<file path="src/common/pet_consts.svh">
// PET bus decoding constants
// Bus widths, the RAM expansion register address and the bit
// positions inside that register

`ifndef PET_CONSTS_SVH
`define PET_CONSTS_SVH

// CPU bus widths
`define PET_ADDR_WIDTH      16
`define PET_DATA_WIDTH      8

// RAM address, 128 KB with the expansion banks
`define PET_RAM_ADDR_WIDTH  17

// RAM expansion register location
`define PET_MEM_CTL_ADDR    16'hFFF0

// Expansion register bits
`define PET_MEM_CTL_ENABLE              7   // Expansion on
`define PET_MEM_CTL_IO_PEEK             6   // Keep IO visible at $E800
`define PET_MEM_CTL_SCREEN_PEEK         5   // Keep screen visible at $8000
`define PET_MEM_CTL_SELECT_HI           3   // Upper bank select, 2 or 3
`define PET_MEM_CTL_SELECT_LO           2   // Lower bank select, 0 or 1
`define PET_MEM_CTL_WRITE_PROTECT_HI    1   // Upper bank read-only
`define PET_MEM_CTL_WRITE_PROTECT_LO    0   // Lower bank read-only

// Bits 4 is unused in the expansion register and
// reads back whatever the CPU last wrote there

`endif
</file>
<file path="src/common/pet_pkg.sv">
// PET bus decoding types
// State of the CPU bus cycle tracker and the device
// chosen by the address decoder

package pet_pkg;

    // Bus cycle phase as followed from phi2
    typedef enum logic {
        cycle_idle   = 1'b0,  // phi2 low
        cycle_active = 1'b1   // phi2 high
    } cycle_state_t;

    // Device selected for the current address
    typedef enum logic [3:0] {
        dev_none = 4'd0,   // Bus not enabled
        dev_ram  = 4'd1,   // Main or expansion RAM
        dev_vram = 4'd2,   // Screen memory
        dev_rom  = 4'd3,   // ROM or write-protected RAM
        dev_sid  = 4'd4,   // Sound chip
        dev_pia1 = 4'd5,
        dev_pia2 = 4'd6,
        dev_via  = 4'd7,
        dev_crtc = 4'd8    // Video controller
    } device_t;

endpackage

</file>
<file path="src/logic/pet_bus_top.sv">
// PET bus decoding top level
// Connects the bus cycle control to the expansion register and the
// address decoder

`timescale 1ns/1ns

`include "pet_consts.svh"

module pet_bus_top (
    input  logic                           sys_clock_i,
    input  logic                           reset_i,
    input  logic                           cpu_be_i,
    input  logic                           cpu_phi2_i,
    input  logic                           cpu_rw_i,    // 1 means read
    input  logic [`PET_ADDR_WIDTH-1:0]     cpu_addr_i,
    input  logic [`PET_DATA_WIDTH-1:0]     cpu_data_i,
    output logic [`PET_RAM_ADDR_WIDTH-1:0] ram_addr_o,
    output logic                           ram_oe_o,
    output logic                           ram_we_o,
    output logic                           ram_en_o,
    output logic                           is_vram_o,
    output logic                           is_readonly_o,
    output logic                           sid_en_o,
    output logic                           pia1_en_o,
    output logic                           pia2_en_o,
    output logic                           via_en_o,
    output logic                           crtc_en_o,
    output logic                           io_en_o
);
    logic             cpu_wr_strobe;
    logic             bank_en;
    logic             bank_a15;
    logic             bank_ro;
    pet_pkg::device_t device;

    bus_cycle_control u_bus_cycle_control (
        .sys_clock_i     (sys_clock_i),
        .reset_i         (reset_i),
        .cpu_be_i        (cpu_be_i),
        .cpu_phi2_i      (cpu_phi2_i),
        .cpu_rw_i        (cpu_rw_i),
        .device_i        (device),
        .is_readonly_i   (is_readonly_o),
        .cpu_wr_strobe_o (cpu_wr_strobe),
        .cycle_active_o  (),
        .ram_oe_o        (ram_oe_o),
        .ram_we_o        (ram_we_o)
    );

    memory_control u_memory_control (
        .sys_clock_i     (sys_clock_i),
        .reset_i         (reset_i),
        .cpu_wr_strobe_i (cpu_wr_strobe),
        .cpu_addr_i      (cpu_addr_i),
        .cpu_data_i      (cpu_data_i),
        .bank_en_o       (bank_en),
        .bank_a15_o      (bank_a15),
        .bank_ro_o       (bank_ro)
    );

    address_decoding u_address_decoding (
        .cpu_be_i      (cpu_be_i),
        .cpu_addr_i    (cpu_addr_i),
        .bank_en_i     (bank_en),
        .bank_a15_i    (bank_a15),
        .bank_ro_i     (bank_ro),
        .device_o      (device),
        .ram_en_o      (ram_en_o),
        .sid_en_o      (sid_en_o),
        .pia1_en_o     (pia1_en_o),
        .pia2_en_o     (pia2_en_o),
        .via_en_o      (via_en_o),
        .crtc_en_o     (crtc_en_o),
        .io_en_o       (io_en_o),
        .is_vram_o     (is_vram_o),
        .is_readonly_o (is_readonly_o),
        .ram_addr_o    (ram_addr_o)
    );

endmodule

</file>
<file path="src/address_decoding/address_decoding.sv">
// PET address decoder
// Turns the CPU address into a device selection, the device enables,
// the read-only and screen flags and the 17-bit RAM address.
// Expansion banks override the normal PET memory map.

`timescale 1ns/1ns

`include "pet_consts.svh"

module address_decoding (
    input  logic                           cpu_be_i,
    input  logic [`PET_ADDR_WIDTH-1:0]     cpu_addr_i,
    input  logic                           bank_en_i,
    input  logic                           bank_a15_i,
    input  logic                           bank_ro_i,
    output pet_pkg::device_t               device_o,
    output logic                           ram_en_o,
    output logic                           sid_en_o,
    output logic                           pia1_en_o,
    output logic                           pia2_en_o,
    output logic                           via_en_o,
    output logic                           crtc_en_o,
    output logic                           io_en_o,
    output logic                           is_vram_o,
    output logic                           is_readonly_o,
    output logic [`PET_RAM_ADDR_WIDTH-1:0] ram_addr_o
);
    pet_pkg::device_t select;

    always_comb begin
        if (!cpu_be_i) begin
            select = pet_pkg::dev_none;  // Bus released
        end else if (bank_en_i) begin
            select = bank_ro_i ? pet_pkg::dev_rom : pet_pkg::dev_ram;
        end else begin
            // SID must win over the VRAM pattern it overlaps
            priority casez (cpu_addr_i)
                16'b0???_????_????_????: select = pet_pkg::dev_ram;   // $0000 to $7FFF
                16'b1000_1111_????_????: select = pet_pkg::dev_sid;   // $8F00 to $8FFF
                16'b1000_????_????_????: select = pet_pkg::dev_vram;  // $8000 to $8EFF
                16'b1110_1000_0001_????: select = pet_pkg::dev_pia1;  // $E810 to $E81F
                16'b1110_1000_001?_????: select = pet_pkg::dev_pia2;  // $E820 to $E83F
                16'b1110_1000_01??_????: select = pet_pkg::dev_via;   // $E840 to $E87F
                16'b1110_1000_1???_????: select = pet_pkg::dev_crtc;  // $E880 to $E8FF
                default:                 select = pet_pkg::dev_rom;   // Everything else
            endcase
        end
    end

    always_comb begin
        ram_en_o      = 1'b0;
        sid_en_o      = 1'b0;
        pia1_en_o     = 1'b0;
        pia2_en_o     = 1'b0;
        via_en_o      = 1'b0;
        crtc_en_o     = 1'b0;
        io_en_o       = 1'b0;
        is_vram_o     = 1'b0;
        is_readonly_o = 1'b0;

        case (select)
            pet_pkg::dev_ram: begin
                ram_en_o = 1'b1;
            end
            pet_pkg::dev_vram: begin
                ram_en_o  = 1'b1;
                is_vram_o = 1'b1;
            end
            pet_pkg::dev_rom: begin
                ram_en_o      = 1'b1;  // ROM image sits in the RAM array
                is_readonly_o = 1'b1;
            end
            pet_pkg::dev_sid: begin
                sid_en_o = 1'b1;  // Internal, not on the IO bus
            end
            pet_pkg::dev_pia1: begin
                pia1_en_o = 1'b1;
                io_en_o   = 1'b1;
            end
            pet_pkg::dev_pia2: begin
                pia2_en_o = 1'b1;
                io_en_o   = 1'b1;
            end
            pet_pkg::dev_via: begin
                via_en_o = 1'b1;
                io_en_o  = 1'b1;
            end
            pet_pkg::dev_crtc: begin
                crtc_en_o = 1'b1;  // Internal, not on the IO bus
            end
            default: ;
        endcase
    end

    assign device_o = select;

    // Bit 16 picks the expansion half, bit 15 the bank within it
    assign ram_addr_o = {bank_en_i,
                         bank_en_i ? bank_a15_i : cpu_addr_i[15],
                         cpu_addr_i[14:0]};

endmodule

</file>
<file path="src/address_decoding/memory_control.sv">
// RAM expansion control
// Holds the expansion register at $FFF0 and maps $8000 to $FFFF onto
// the selected 32 KB expansion banks, with optional write protection

`timescale 1ns/1ns

`include "pet_consts.svh"

module memory_control (
    input  logic                       sys_clock_i,
    input  logic                       reset_i,
    input  logic                       cpu_wr_strobe_i,
    input  logic [`PET_ADDR_WIDTH-1:0] cpu_addr_i,
    input  logic [`PET_DATA_WIDTH-1:0] cpu_data_i,
    output logic                       bank_en_o,
    output logic                       bank_a15_o,
    output logic                       bank_ro_o
);
    logic [`PET_DATA_WIDTH-1:0] mem_ctl;
    logic                       screen_peek;  // Screen stays visible
    logic                       io_peek;      // IO stays visible

    always_ff @(posedge sys_clock_i) begin
        if (reset_i) begin
            mem_ctl <= '0;  // Expansion disabled
        end else if (cpu_wr_strobe_i && (cpu_addr_i == `PET_MEM_CTL_ADDR)) begin
            mem_ctl <= cpu_data_i;
        end
    end

    // Peek-through windows punch holes in the banks
    always_comb begin
        screen_peek = 1'b0;
        io_peek     = 1'b0;
        casez (cpu_addr_i)
            16'b1000_????_????_????: screen_peek = mem_ctl[`PET_MEM_CTL_SCREEN_PEEK];
            16'b1110_1???_????_????: io_peek     = mem_ctl[`PET_MEM_CTL_IO_PEEK];
            default: ;
        endcase
    end

    always_comb begin
        bank_en_o  = 1'b0;
        bank_a15_o = 1'b0;
        bank_ro_o  = 1'b0;

        if (mem_ctl[`PET_MEM_CTL_ENABLE]) begin
            casez (cpu_addr_i)
                16'b10??_????_????_????: begin  // Lower bank, $8000 to $BFFF
                    bank_en_o = !screen_peek;
                    if (!screen_peek) begin
                        bank_a15_o = mem_ctl[`PET_MEM_CTL_SELECT_LO];
                        bank_ro_o  = mem_ctl[`PET_MEM_CTL_WRITE_PROTECT_LO];
                    end
                end
                16'b11??_????_????_????: begin  // Upper bank, $C000 to $FFFF
                    bank_en_o = !io_peek;
                    if (!io_peek) begin
                        bank_a15_o = mem_ctl[`PET_MEM_CTL_SELECT_HI];
                        bank_ro_o  = mem_ctl[`PET_MEM_CTL_WRITE_PROTECT_HI];
                    end
                end
                default: ;  // Below $8000 is never banked
            endcase
        end
    end

endmodule

</file>
<file path="src/logic/bus_cycle_control.sv">
// Bus cycle control
// Follows the phi2 phase, issues a one-cycle write strobe at the end
// of a CPU write and qualifies the RAM read and write enables

`timescale 1ns/1ns

module bus_cycle_control (
    input  logic             sys_clock_i,
    input  logic             reset_i,
    input  logic             cpu_be_i,
    input  logic             cpu_phi2_i,
    input  logic             cpu_rw_i,
    input  pet_pkg::device_t device_i,
    input  logic             is_readonly_i,
    output logic             cpu_wr_strobe_o,
    output logic             cycle_active_o,
    output logic             ram_oe_o,
    output logic             ram_we_o
);
    pet_pkg::cycle_state_t state;
    logic                  phi2_q;      // phi2 seen on the previous edge
    logic                  phi2_rise;
    logic                  phi2_fall;
    logic                  ram_write_target;
    logic                  ram_read_target;

    assign phi2_rise = !phi2_q && cpu_phi2_i;
    assign phi2_fall = phi2_q && !cpu_phi2_i;

    always_ff @(posedge sys_clock_i) begin
        if (reset_i) begin
            phi2_q          <= 1'b0;
            state           <= pet_pkg::cycle_idle;
            cpu_wr_strobe_o <= 1'b0;
        end else begin
            phi2_q          <= cpu_phi2_i;
            cpu_wr_strobe_o <= 1'b0;  // Pulse lasts one cycle only

            case (state)
                pet_pkg::cycle_idle: begin
                    if (phi2_rise) begin
                        state <= pet_pkg::cycle_active;
                    end
                end
                pet_pkg::cycle_active: begin
                    if (phi2_fall) begin
                        state           <= pet_pkg::cycle_idle;
                        cpu_wr_strobe_o <= !cpu_rw_i && cpu_be_i;  // End of write cycle
                    end
                end
                default: begin
                    state <= pet_pkg::cycle_idle;
                end
            endcase
        end
    end

    assign cycle_active_o = (state == pet_pkg::cycle_active);

    // Writes only land in RAM or screen memory
    assign ram_write_target = (device_i == pet_pkg::dev_ram)
                           || (device_i == pet_pkg::dev_vram);

    // ROM lives in the same RAM array, so reads include it
    assign ram_read_target  = ram_write_target
                           || (device_i == pet_pkg::dev_rom);

    assign ram_we_o = cpu_wr_strobe_o && ram_write_target && !is_readonly_i;
    assign ram_oe_o = cycle_active_o && cpu_rw_i && ram_read_target;

endmodule

</file>
<file path="config.mk">
export PLATFORM = sky130hd
export DESIGN_NAME = pet_bus_top
export DESIGN_NICKNAME = d
export VERILOG_FILES = /design/src/common/pet_pkg.sv /design/src/logic/pet_bus_top.sv /design/src/address_decoding/address_decoding.sv /design/src/address_decoding/memory_control.sv /design/src/logic/bus_cycle_control.sv
export VERILOG_INCLUDE_DIRS = /design/src /design/src/common
export SDC_FILE = /design/constraint.sdc
export NUM_CORES = 1
export LEC_CHECK = 0
export ABC_CLOCK_PERIOD_IN_PS = 3000
export BUFFER_PORTS_ARGS = -buffer_cell sky130_fd_sc_hd__buf_2
export CAP_MARGIN = 10
export CORE_ASPECT_RATIO = 0.8
export CORE_UTILIZATION = 35
export DETAILED_ROUTE_END_ITERATION = 6
export PLACE_DENSITY = 0.66
export SYNTH_ARGS = -nofsm -noshare
export SYNTH_HDL_FRONTEND = slang
export SYNTH_HIERARCHICAL = 1
export SYNTH_SLANG_ARGS = --single-unit
export TNS_END_PERCENT = 1
</file>
<file path="constraint.sdc">
create_clock -name sys_clock_i -period 3 [get_ports sys_clock_i]
set_input_delay 0 -clock sys_clock_i [delete_from_list [all_inputs] [get_ports sys_clock_i]]
set_output_delay 0 -clock sys_clock_i [all_outputs]
set_load 0.01 [all_outputs]
</file>
==> out/summary.txt, run 1 <==
status -> finished, final reports clean
initial antenna violation count -> 0
Syn Nets -> 146
CTS Buffer Depth -> 2
RD Place Congestion -> 0.790
PD cells -> 269 mW/mm^2
drt pass-1 iters -> 4
worst skew pair latency -> 260 ps
Starting Density -> 38.9%
Post-synth EDFFs -> 0
count leader, synth -> nand2b_1
leading area contributor after synthesis -> dfxtp_1
Hold Vio Cnt, Final -> 0
global-route wire length before repair -> 3.80 mm
syn_area_per_cell -> 8.58 um^2
FP Rows -> 16
crit-path max FO -> 8
Final HPWL DP -> 1.93 mm
Worst Hold Class -> in2reg
synth unique cells -> 43
Setup crit end kind -> output pin
leakage -> 0.636 nW
total CTS buffers -> 3
Synth area leaders -> dfxtp_1 (20%), buf_4 (12%), nand2b_1 (11%)
IO buf count -> 55
Max-cap violations -> 0
hold_ws -> 9.60 ps
PostCTS Resize Cnt -> 0
core box area -> 0.00258 mm^2
Synth Register Bits -> 10
Synth top cells by count -> nand2b_1 (18), buf_4 (16), dfxtp_1 (10)
worst setup path class -> reg2out
RSZ-0062 raised after global routing -> no
vias in the first global route -> 906
fin crit share -> 80.6%
Setup-failing EPs final -> 0
1st-iter DRT viols -> 29
CTS tree -> built
Final Power -> 349 uW
io pins -> 57
Achievable Freq -> 414 MHz
area growth from synthesis to layout -> 29.2%
H-tree levels -> 1
Worst-Margin Slew -> 400 ps
ys flop type -> dfxtp_1
drt total wl -> 2.35 mm
fin crit period -> 2420 ps
WL/cell -> 11.7 um
clock slew seen by the registers of the worst setup and hold paths -> 70 ps
Worst Clk Skew -> 0.420 ps
share of layout cells above drive strength 1 -> 45.5%
DR vias/cell -> 4.91
area fraction of the dominant cell type after synthesis -> 20.0%
diodes inserted -> 0
Die Area -> 0.00309 mm^2
Layout Nets -> 195
ANT nets after route -> 0
YS warnings -> 6
peak supply drop -> 0.153 mV
grt ovf -> 0
die height -> 49.9 um
Slew Viols, Final -> 0
setup tns final -> 0 ps
FFs w/ async S/R, synth -> 0%
crit path launch type -> register
Req. time, crit path -> 3000 ps
GRT Resource Usage Total -> 16.3%
largest net degree at the start of global routing -> 19
clock sink total -> 10
Rel. slew slack -> 73.2%
die width -> 61.9 um
Arrival @ worst endpoint -> 2420 ps
clk root buf -> clkbuf_4
area of the mapped netlist -> 0.00100 mm^2
drt drc -> 0
Mapped Cells -> 117
via count -> 987
post-synthesis sequential area ratio -> 20.0%
through the flow:
stage | std cells | cell area [um^2] | utilization [%] | setup WS, ps
floorplan | 117 | 1000 | - | 1110
global placement | 191 | 1200 | 46.5 | 955
detailed placement | 191 | 1200 | 46.5 | 872
CTS | 201 | 1300 | 50.2 | 586
global route | 201 | 1300 | 50.2 | 254
finish | 201 | 1300 | 50.2 | 582
path summary, 6_finish.rpt:
kind / start / endpoint / slack, ps / cells past startpoint
worst min register to register: u_memory_control/mem_ctl[2] / u_memory_control/mem_ctl[2] / 480 / 2
worst max-delay path: u_memory_control/mem_ctl[6] / ram_we_o / 580 / 9
worst min-delay path: cpu_data_i[7] / u_memory_control/mem_ctl[7] / 10 / 3
worst max register to register: u_bus_cycle_control/cpu_wr_strobe_o / u_memory_control/mem_ctl[5] / 1950 / 4
critical path, cell delays in order (launching register included):
cell and delay (ps):
dfxtp_1 310, a41oi_1 270, o21a_1 300, nand2b_1 220
a21oi_1 80, a22oi_2 310, nor4_1 110, nand2b_1 180
nor4_2 200, buf_2 170
final cells by class:
cell class	count	area, um^2
fill	292	1290
multi-input combinational	85	661
timing repair buffer	61	335
sequential	10	200
tap	36	45.0
clock buffer	4	36.3
inverter	5	18.8
cell families after synthesis:
group           synth area share (%)
xor+xnor                       0.873
mux                             6.98
flops                           19.9
simple gates                    45.5
buf+inv                         14.2
compound gates                  12.5
flip-flops by register name, indices dropped and copies added, names as in the netlist:
| name | cells |
|---|---|
| u_memory_control/mem_ctl | 7 |
| u_bus_cycle_control/cpu_wr_strobe_o | 1 |
| u_bus_cycle_control/cycle_active_o | 1 |
| u_bus_cycle_control/phi2_q | 1 |
power breakdown:
part | switching (mW) | internal [mW] | total, mW
combinational | 0.0479 | 0.0442 | 0.0921
clock | 0.0465 | 0.0736 | 0.120
sequential | 0.00177 | 0.135 | 0.137
total | 0.0962 | 0.253 | 0.349
layout by cell type (no fill, tap or decap), types with 2 or more instances in the layout:
cell type      netlist  final
a21oi_1              3      3
a22oi_1              2      2
and4bb_4             2      2
buf_2                0     55
clkbuf_4             0      3
dfxtp_1             10     10
dlygate4sd3_1        0      6
inv_1                4      4
mux2i_1              7      7
nand2_1              6      6
nand2b_1            18     18
nand4_1              2      2
nor2_1               5      5
nor2_2               2      2
nor2b_1              2      2
nor3_1               6      6
nor3b_1              2      2
nor4_1               2      2
o211ai_1             2      2
layer usage:
layer	share of wire [%]	up-vias	track usage (%)
met5	0	-	0
met4	1.2	0	5.56
met3	6.0	2	2.36
met2	47	41	29.6
met1	45	442	18.7
li1	-	502	-
what timing repair did:
action	in CTS	in global routing
hold endpoints to repair	6	0
hold buffers	6	0
buffers inserted	0	0
No activity file was read; power rests on OpenSTA's default activity.
==> inputs of run 2 (changes only) <==
- ABC_AREA: unset -> 1
- ABC_CLOCK_PERIOD_IN_PS: 3000 -> 2150
- PLACE_DENSITY: 0.66 -> 0.67
- clock period: 3 -> 2.15 ns (I/O delays scaled with it)
==> run 2 against run 1 <==
Against the previous run: hold slack worse by 9.5 ps; clock-buffer cell count is the same; critical path type unchanged; area after synthesis up 7.7%; cell area up 4.1%.
==> out/summary.txt, run 2 <==
status -> finished, final reports clean
synth unique cells -> 26
PD cells -> 409 mW/mm^2
FFs w/ async S/R, synth -> 0%
io pins -> 57
total CTS buffers -> 3
Final Util -> 47.3%
worst setup path class -> reg2out
clock sink total -> 10
worst-path cell chain -> a21oi_1 > nor2_1 > nor2_2 > inv_1 > nand2_1 > a21oi_2 > nand2_2 > nand2_4 > nand2_1 > nor2_1 > nand3b_1 > nor2_1 > buf_2
Mapped Cells -> 173
leakage -> 0.802 nW
leading area contributor after synthesis -> dfxtp_1
post-synthesis sequential area ratio -> 18.5%
crit-path max FO -> 5
fin crit period -> 1910 ps
initial antenna violation count -> 0
ANT nets after route -> 0
hold_ws -> 0.142 ps
Setup crit end kind -> output pin
FP Rows -> 17
core box area -> 0.00285 mm^2
ys flop type -> dfxtp_1
WL/cell -> 8.64 um
CTS tree -> built
grt ovf -> 0
commonest non-fill, non-tap cell in the layout -> buf_2
Worst-Margin Slew -> 296 ps
Final HPWL DP -> 1.76 mm
DP Area -> 0.00126 mm^2
peak supply drop -> 0.606 mV
Rel. slew slack -> 80.2%
fin area -> 0.00135 mm^2
fin crit share -> 88.8%
Psw -> 148 uW
Worst path slowest cell -> dfxtp_1
sequential cell area -> 200 um^2
CTS Buffer Depth -> 2
Req. time, crit path -> 2150 ps
flop-to-flop setup slack -> 890 ps
Starting Density -> 37.9%
Syn Nets -> 202
Hold Crit Depth -> 3
Clk pwr share -> 41.8%
Layout Nets -> 246
Top reg by flops -> u_memory_control/mem_ctl
Synth area leaders -> dfxtp_1 (19%), nand2_1 (14%), buf_4 (12%)
clock slew seen by the registers of the worst setup and hold paths -> 50 ps
diodes inserted -> 0
Post-synth EDFFs -> 0
Worst Reg2Reg Path Length in Cells -> 5
via count -> 1074
vias in the first global route -> 889
Filler Cell Count -> 308
drt pass-1 iters -> 4
DR vias/cell -> 4.23
RSZ-0062 raised after global routing -> no
Largest register FFs -> 7
Seq pwr share -> 34.4%
combinational cell fraction of total power -> 23.8%
YS warnings -> 6
area fraction of the dominant cell type after synthesis -> 18.5%
RD Place Congestion -> 0.780
drt total wl -> 2.20 mm
Max-cap violations -> 0
largest net degree at the start of global routing -> 15
Arrival @ worst endpoint -> 1910 ps
Internal -> 403 uW
Setup-failing EPs final -> 0
Synth Register Bits -> 10
GRT Resource Usage Total -> 14.0%
Hold Vio Cnt, Final -> 0
count leader, synth -> nand2_1
share of layout cells above drive strength 1 -> 40.7%
setup tns final -> 0 ps
Worst Hold Class -> in2reg
Worst Clk Skew -> 4.65 ps
Achievable Freq -> 524 MHz
drt drc -> 0
crit path launch type -> register
syn_area_per_cell -> 6.25 um^2
area of the mapped netlist -> 0.00108 mm^2
clk root buf -> clkbuf_8
global-route wire length before repair -> 3.72 mm
die width -> 64.1 um
multi-input logic area -> 653 um^2
Worst path most repeated cell -> nor2_1
area growth from synthesis to layout -> 24.8%
IO buf count -> 55
Synth top cells by count -> nand2_1 (41), nor2_1 (28), inv_1 (24)
worst skew pair latency -> 230 ps
Slew Viols, Final -> 0
Die Area -> 0.00332 mm^2
Net Sw Frac -> 26.9%
H-tree levels -> 1
1st-iter DRT viols -> 66
most frequent cells in the layout -> buf_2 (55), nand2_1 (41), nor2_1 (27)
Final Power -> 552 uW
die height -> 51.7 um
CP peak stage delay -> 310 ps
[run 2: cell types whose count changed in the layout (fill, tap and decap cells not counted), sizes merged, moves of 4 or more]
cell / previous run / this run
nand2b: 19 / 0
a21oi: 3 / 7
nor4: 4 / 0
nor2: 7 / 33
nand2: 6 / 52
inv: 5 / 26
o21bai: 0 / 7
mux2i: 7 / 0
dlygate4sd3: 6 / 2
[run 2: power by group through the flow]
stage               combinational, mW  clock (mW)  sequential, mW
global route                    0.148       0.246           0.190
CTS                             0.132       0.234           0.190
detailed placement              0.128           0           0.193
floorplan                      0.0858           0           0.193
global placement                0.127           0           0.194
finish                          0.131       0.230           0.190
[run 2: critical path, delay by kind of cell, from the launching register on]
family,cells,cell delay (ps)
AO/OA/AOI/OAI,2,280
AND/OR/NAND/NOR,9,880
buffers and inverters,2,210
flip-flops,1,310
[run 2: through the flow]
step	std cells	setup WS, ps
floorplan	173	544
global placement	248	387
detailed placement	248	389
CTS	254	126
global route	254	15.2
finish	254	241
[run 2: timing repair]
item                                    4_1_cts  5_1_grt
hold buffers                                  2        0
gates resized for setup                       0        2
hold endpoints to repair                      2        0
endpoints found under the setup margin        0        2
buffers inserted                              0        0
[run 2: cell type report]
cell class	instances	share of cell area, %
clock buffers	4	4.08
inverters	26	7.24
multi-input cells	119	48.4
flip-flops and latches	10	14.8
well taps	38	3.53
repair buffers	57	21.9
[run 2: path summary, 6_finish.rpt]
path	end	start
max	ram_we_o	u_memory_control/mem_ctl[5]
min	u_memory_control/mem_ctl[5]	cpu_data_i[5]
max reg2reg	u_memory_control/mem_ctl[0]	u_bus_cycle_control/cpu_wr_strobe_o
min reg2reg	u_bus_cycle_control/cycle_active_o	u_bus_cycle_control/cycle_active_o
[run 2: metal layers]
layer / part of all wire, % / track usage (%) / up-vias
li1: - / - / 598
met5: 0 / 0 / -
met1: 50 / 19.4 / 446
met2: 44 / 23.4 / 30
met3: 5.8 / 2.85 / 0
met4: 0 / 1.11 / 0
[run 2: kinds of logic after synthesis]
family                 Yosys count  share of synthesized area (%)
AND/OR/NAND/NOR                103                           48.8
buffers and inverters           44                           21.9
AO/OA/AOI/OAI                   16                           10.8
flip-flops                      10                           18.5
==> inputs of run 3 (changes only) <==
--- a/config.mk
+++ b/config.mk
@@ -14,5 +14,7 @@
 export CORE_UTILIZATION = 35
 export DETAILED_ROUTE_END_ITERATION = 6
+export GPL_TIMING_DRIVEN = 1
 export PLACE_DENSITY = 0.67
+export REMOVE_ABC_BUFFERS = 1
 export SYNTH_ARGS = -nofsm -noshare
 export SYNTH_HDL_FRONTEND = slang
==> constraint.sdc (replaced) <==
create_clock -name sys_clock_i -period 2.15 [get_ports sys_clock_i]
set_input_delay 0.645 -clock sys_clock_i [delete_from_list [all_inputs] [get_ports sys_clock_i]]
set_output_delay 0.645 -clock sys_clock_i [all_outputs]
set_load 0.01 [all_outputs]
==> run 3 against run 2 <==
Against the previous run: the run now ends with setup timing left; via count is 7.9% higher; combinational power is 30% higher; non-clock buffer count is 19 higher; register-to-register slack hardly changed; critical path type is now in2out; critical endpoint unchanged; largest power group is now sequential cells.
==> out/summary.txt, run 3 (synthesis results as in run 2) <==
CP peak stage delay -> 160 ps
PD cells -> 352 mW/mm^2
io pins -> 57
initial antenna violation count -> 0
most frequent cells in the layout -> buf_2 (51), nand2_1 (35), nor2_1 (24)
hold_ws -> 497 ps
GRT Resource Usage Total -> 14.3%
Rel. slew slack -> 79.2%
Hold Crit Depth -> 3
Worst Clk Skew -> 0.900 ps
peak supply drop -> 0.249 mV
total CTS buffers -> 3
ANT nets after route -> 0
diodes inserted -> 0
largest net degree at the start of global routing -> 15
Setup crit end kind -> output pin
IO buf count -> 55
Achievable Freq -> 370 MHz
flop-to-flop setup slack -> 890 ps
worst setup path class -> in2out
setup tns final -> -5040 ps
clk root buf -> clkbuf_8
Worst Hold Class -> reg2reg
core box area -> 0.00285 mm^2
Worst Reg2Reg Path Length in Cells -> 6
drt total wl -> 2.46 mm
pre-CTS setup slack -> -633 ps
1st-iter DRT viols -> 36
Inst Count DP -> 266
Worst path most repeated cell -> nor2_1
vias in the first global route -> 947
RSZ-0062 raised after global routing -> yes
FP Rows -> 17
crit-path max FO -> 4
fin crit share -> 126%
failing checks -> setup timing
drt drc -> 0
worst-path cell chain -> buf_8 > nor2_4 > a21oi_2 > nor2_1 > nor2_1 > inv_1 > nand2_2 > a21oi_4 > nand4_1 > nand2_2 > nor2_4 > nand3b_1 > nor2_1 > buf_2
Filler Cell Count -> 279
die width -> 64.1 um
hold buffer count at cts -> 0
commonest non-fill, non-tap cell in the layout -> buf_2
Setup-failing EPs final -> 12
final cell count without fillers -> 272
setup slack after layout -> -555 ps
clock sink total -> 10
global-route wire length before repair -> 3.75 mm
Max-cap violations -> 0
die height -> 51.7 um
Req. time, crit path -> 1500 ps
Final Util -> 54.8%
CTS tree -> built
Hold Vio Cnt, Final -> 0
Arrival @ worst endpoint -> 2060 ps
CTS Buffer Depth -> 2
share of layout cells above drive strength 1 -> 52.6%
DR vias/cell -> 4.26
Slew Viols, Final -> 0
Starting Density -> 37.9%
RD Place Congestion -> 0.780
Largest register FFs -> 7
grt ovf -> 0
via count -> 1159
WL/cell -> 9.06 um
DP Area -> 0.00140 mm^2
Die Area -> 0.00332 mm^2
clock slew seen by the registers of the worst setup and hold paths -> 50 ps
Final HPWL DP -> 1.89 mm
area growth from synthesis to layout -> 44.6%
Worst path slowest cell -> nand4_1
leakage -> 0.901 nW
crit path launch type -> input port
Worst-Margin Slew -> 311 ps
Layout Nets -> 265
Final Power -> 550 uW
worst skew pair latency -> 230 ps
status -> finished with violations
drt pass-1 iters -> 4
fin crit period -> 2710 ps
fin area -> 0.00156 mm^2
Top reg by flops -> u_memory_control/mem_ctl
H-tree levels -> 1
run 3: cell types whose count changed in the layout (fill, tap and decap cells not counted), sizes merged:
| cell | before | now |
|---|---|---|
| buf | 55 | 76 |
| dlygate4sd3 | 2 | 0 |
| clkbuf | 4 | 3 |
run 3: path summary, 6_finish.rpt:
kind	start	to
max reg2reg	u_bus_cycle_control/cpu_wr_strobe_o	u_memory_control/mem_ctl[1]
max	cpu_addr_i[12]	ram_we_o
min reg2reg	u_bus_cycle_control/phi2_q	u_bus_cycle_control/cycle_active_o
min	u_bus_cycle_control/phi2_q	u_bus_cycle_control/cycle_active_o
run 3: layout make-up:
type / count / area (um^2) / share of cell area, %
Sequential cell: 10 / 200 / 12.8
Timing Repair Buffer: 76 / 462 / 29.5
Tap cell: 38 / 47.5 / 3.04
Multi-Input combinational cell: 119 / 714 / 45.7
Clock buffer: 3 / 41.3 / 2.64
Inverter: 26 / 97.6 / 6.24
run 3: timing repair:
item                                    in CTS  in global routing
pin swaps                                   11                 14
buffers inserted                             2                  1
endpoints found under the hold margin        0                  0
resized for setup                           14                 16
endpoints found under the setup margin      13                 13
run 3: where the power goes:
group | internal (mW) | total [mW] | switching (mW)
combinational | 0.0811 | 0.170 | 0.0890
sequential | 0.189 | 0.190 | 0.00160
clock | 0.122 | 0.190 | 0.0679
total | 0.392 | 0.550 | 0.159
run 3: metal layers:
layer | global-route usage (%) | vias up | part of all wire (%)
met1 | 18.8 | 484 | 50
met3 | 1.32 | 2 | 3.8
met4 | 6.67 | 0 | 0.24
li1 | - | 641 | -
met2 | 23.6 | 32 | 46
met5 | 0 | - | 0
run 3: worst max-delay path: cells and delay by family:
family / cells / cell delay, ps
compound gates: 2 / 200
buf+inv: 3 / 320
simple gates: 9 / 910
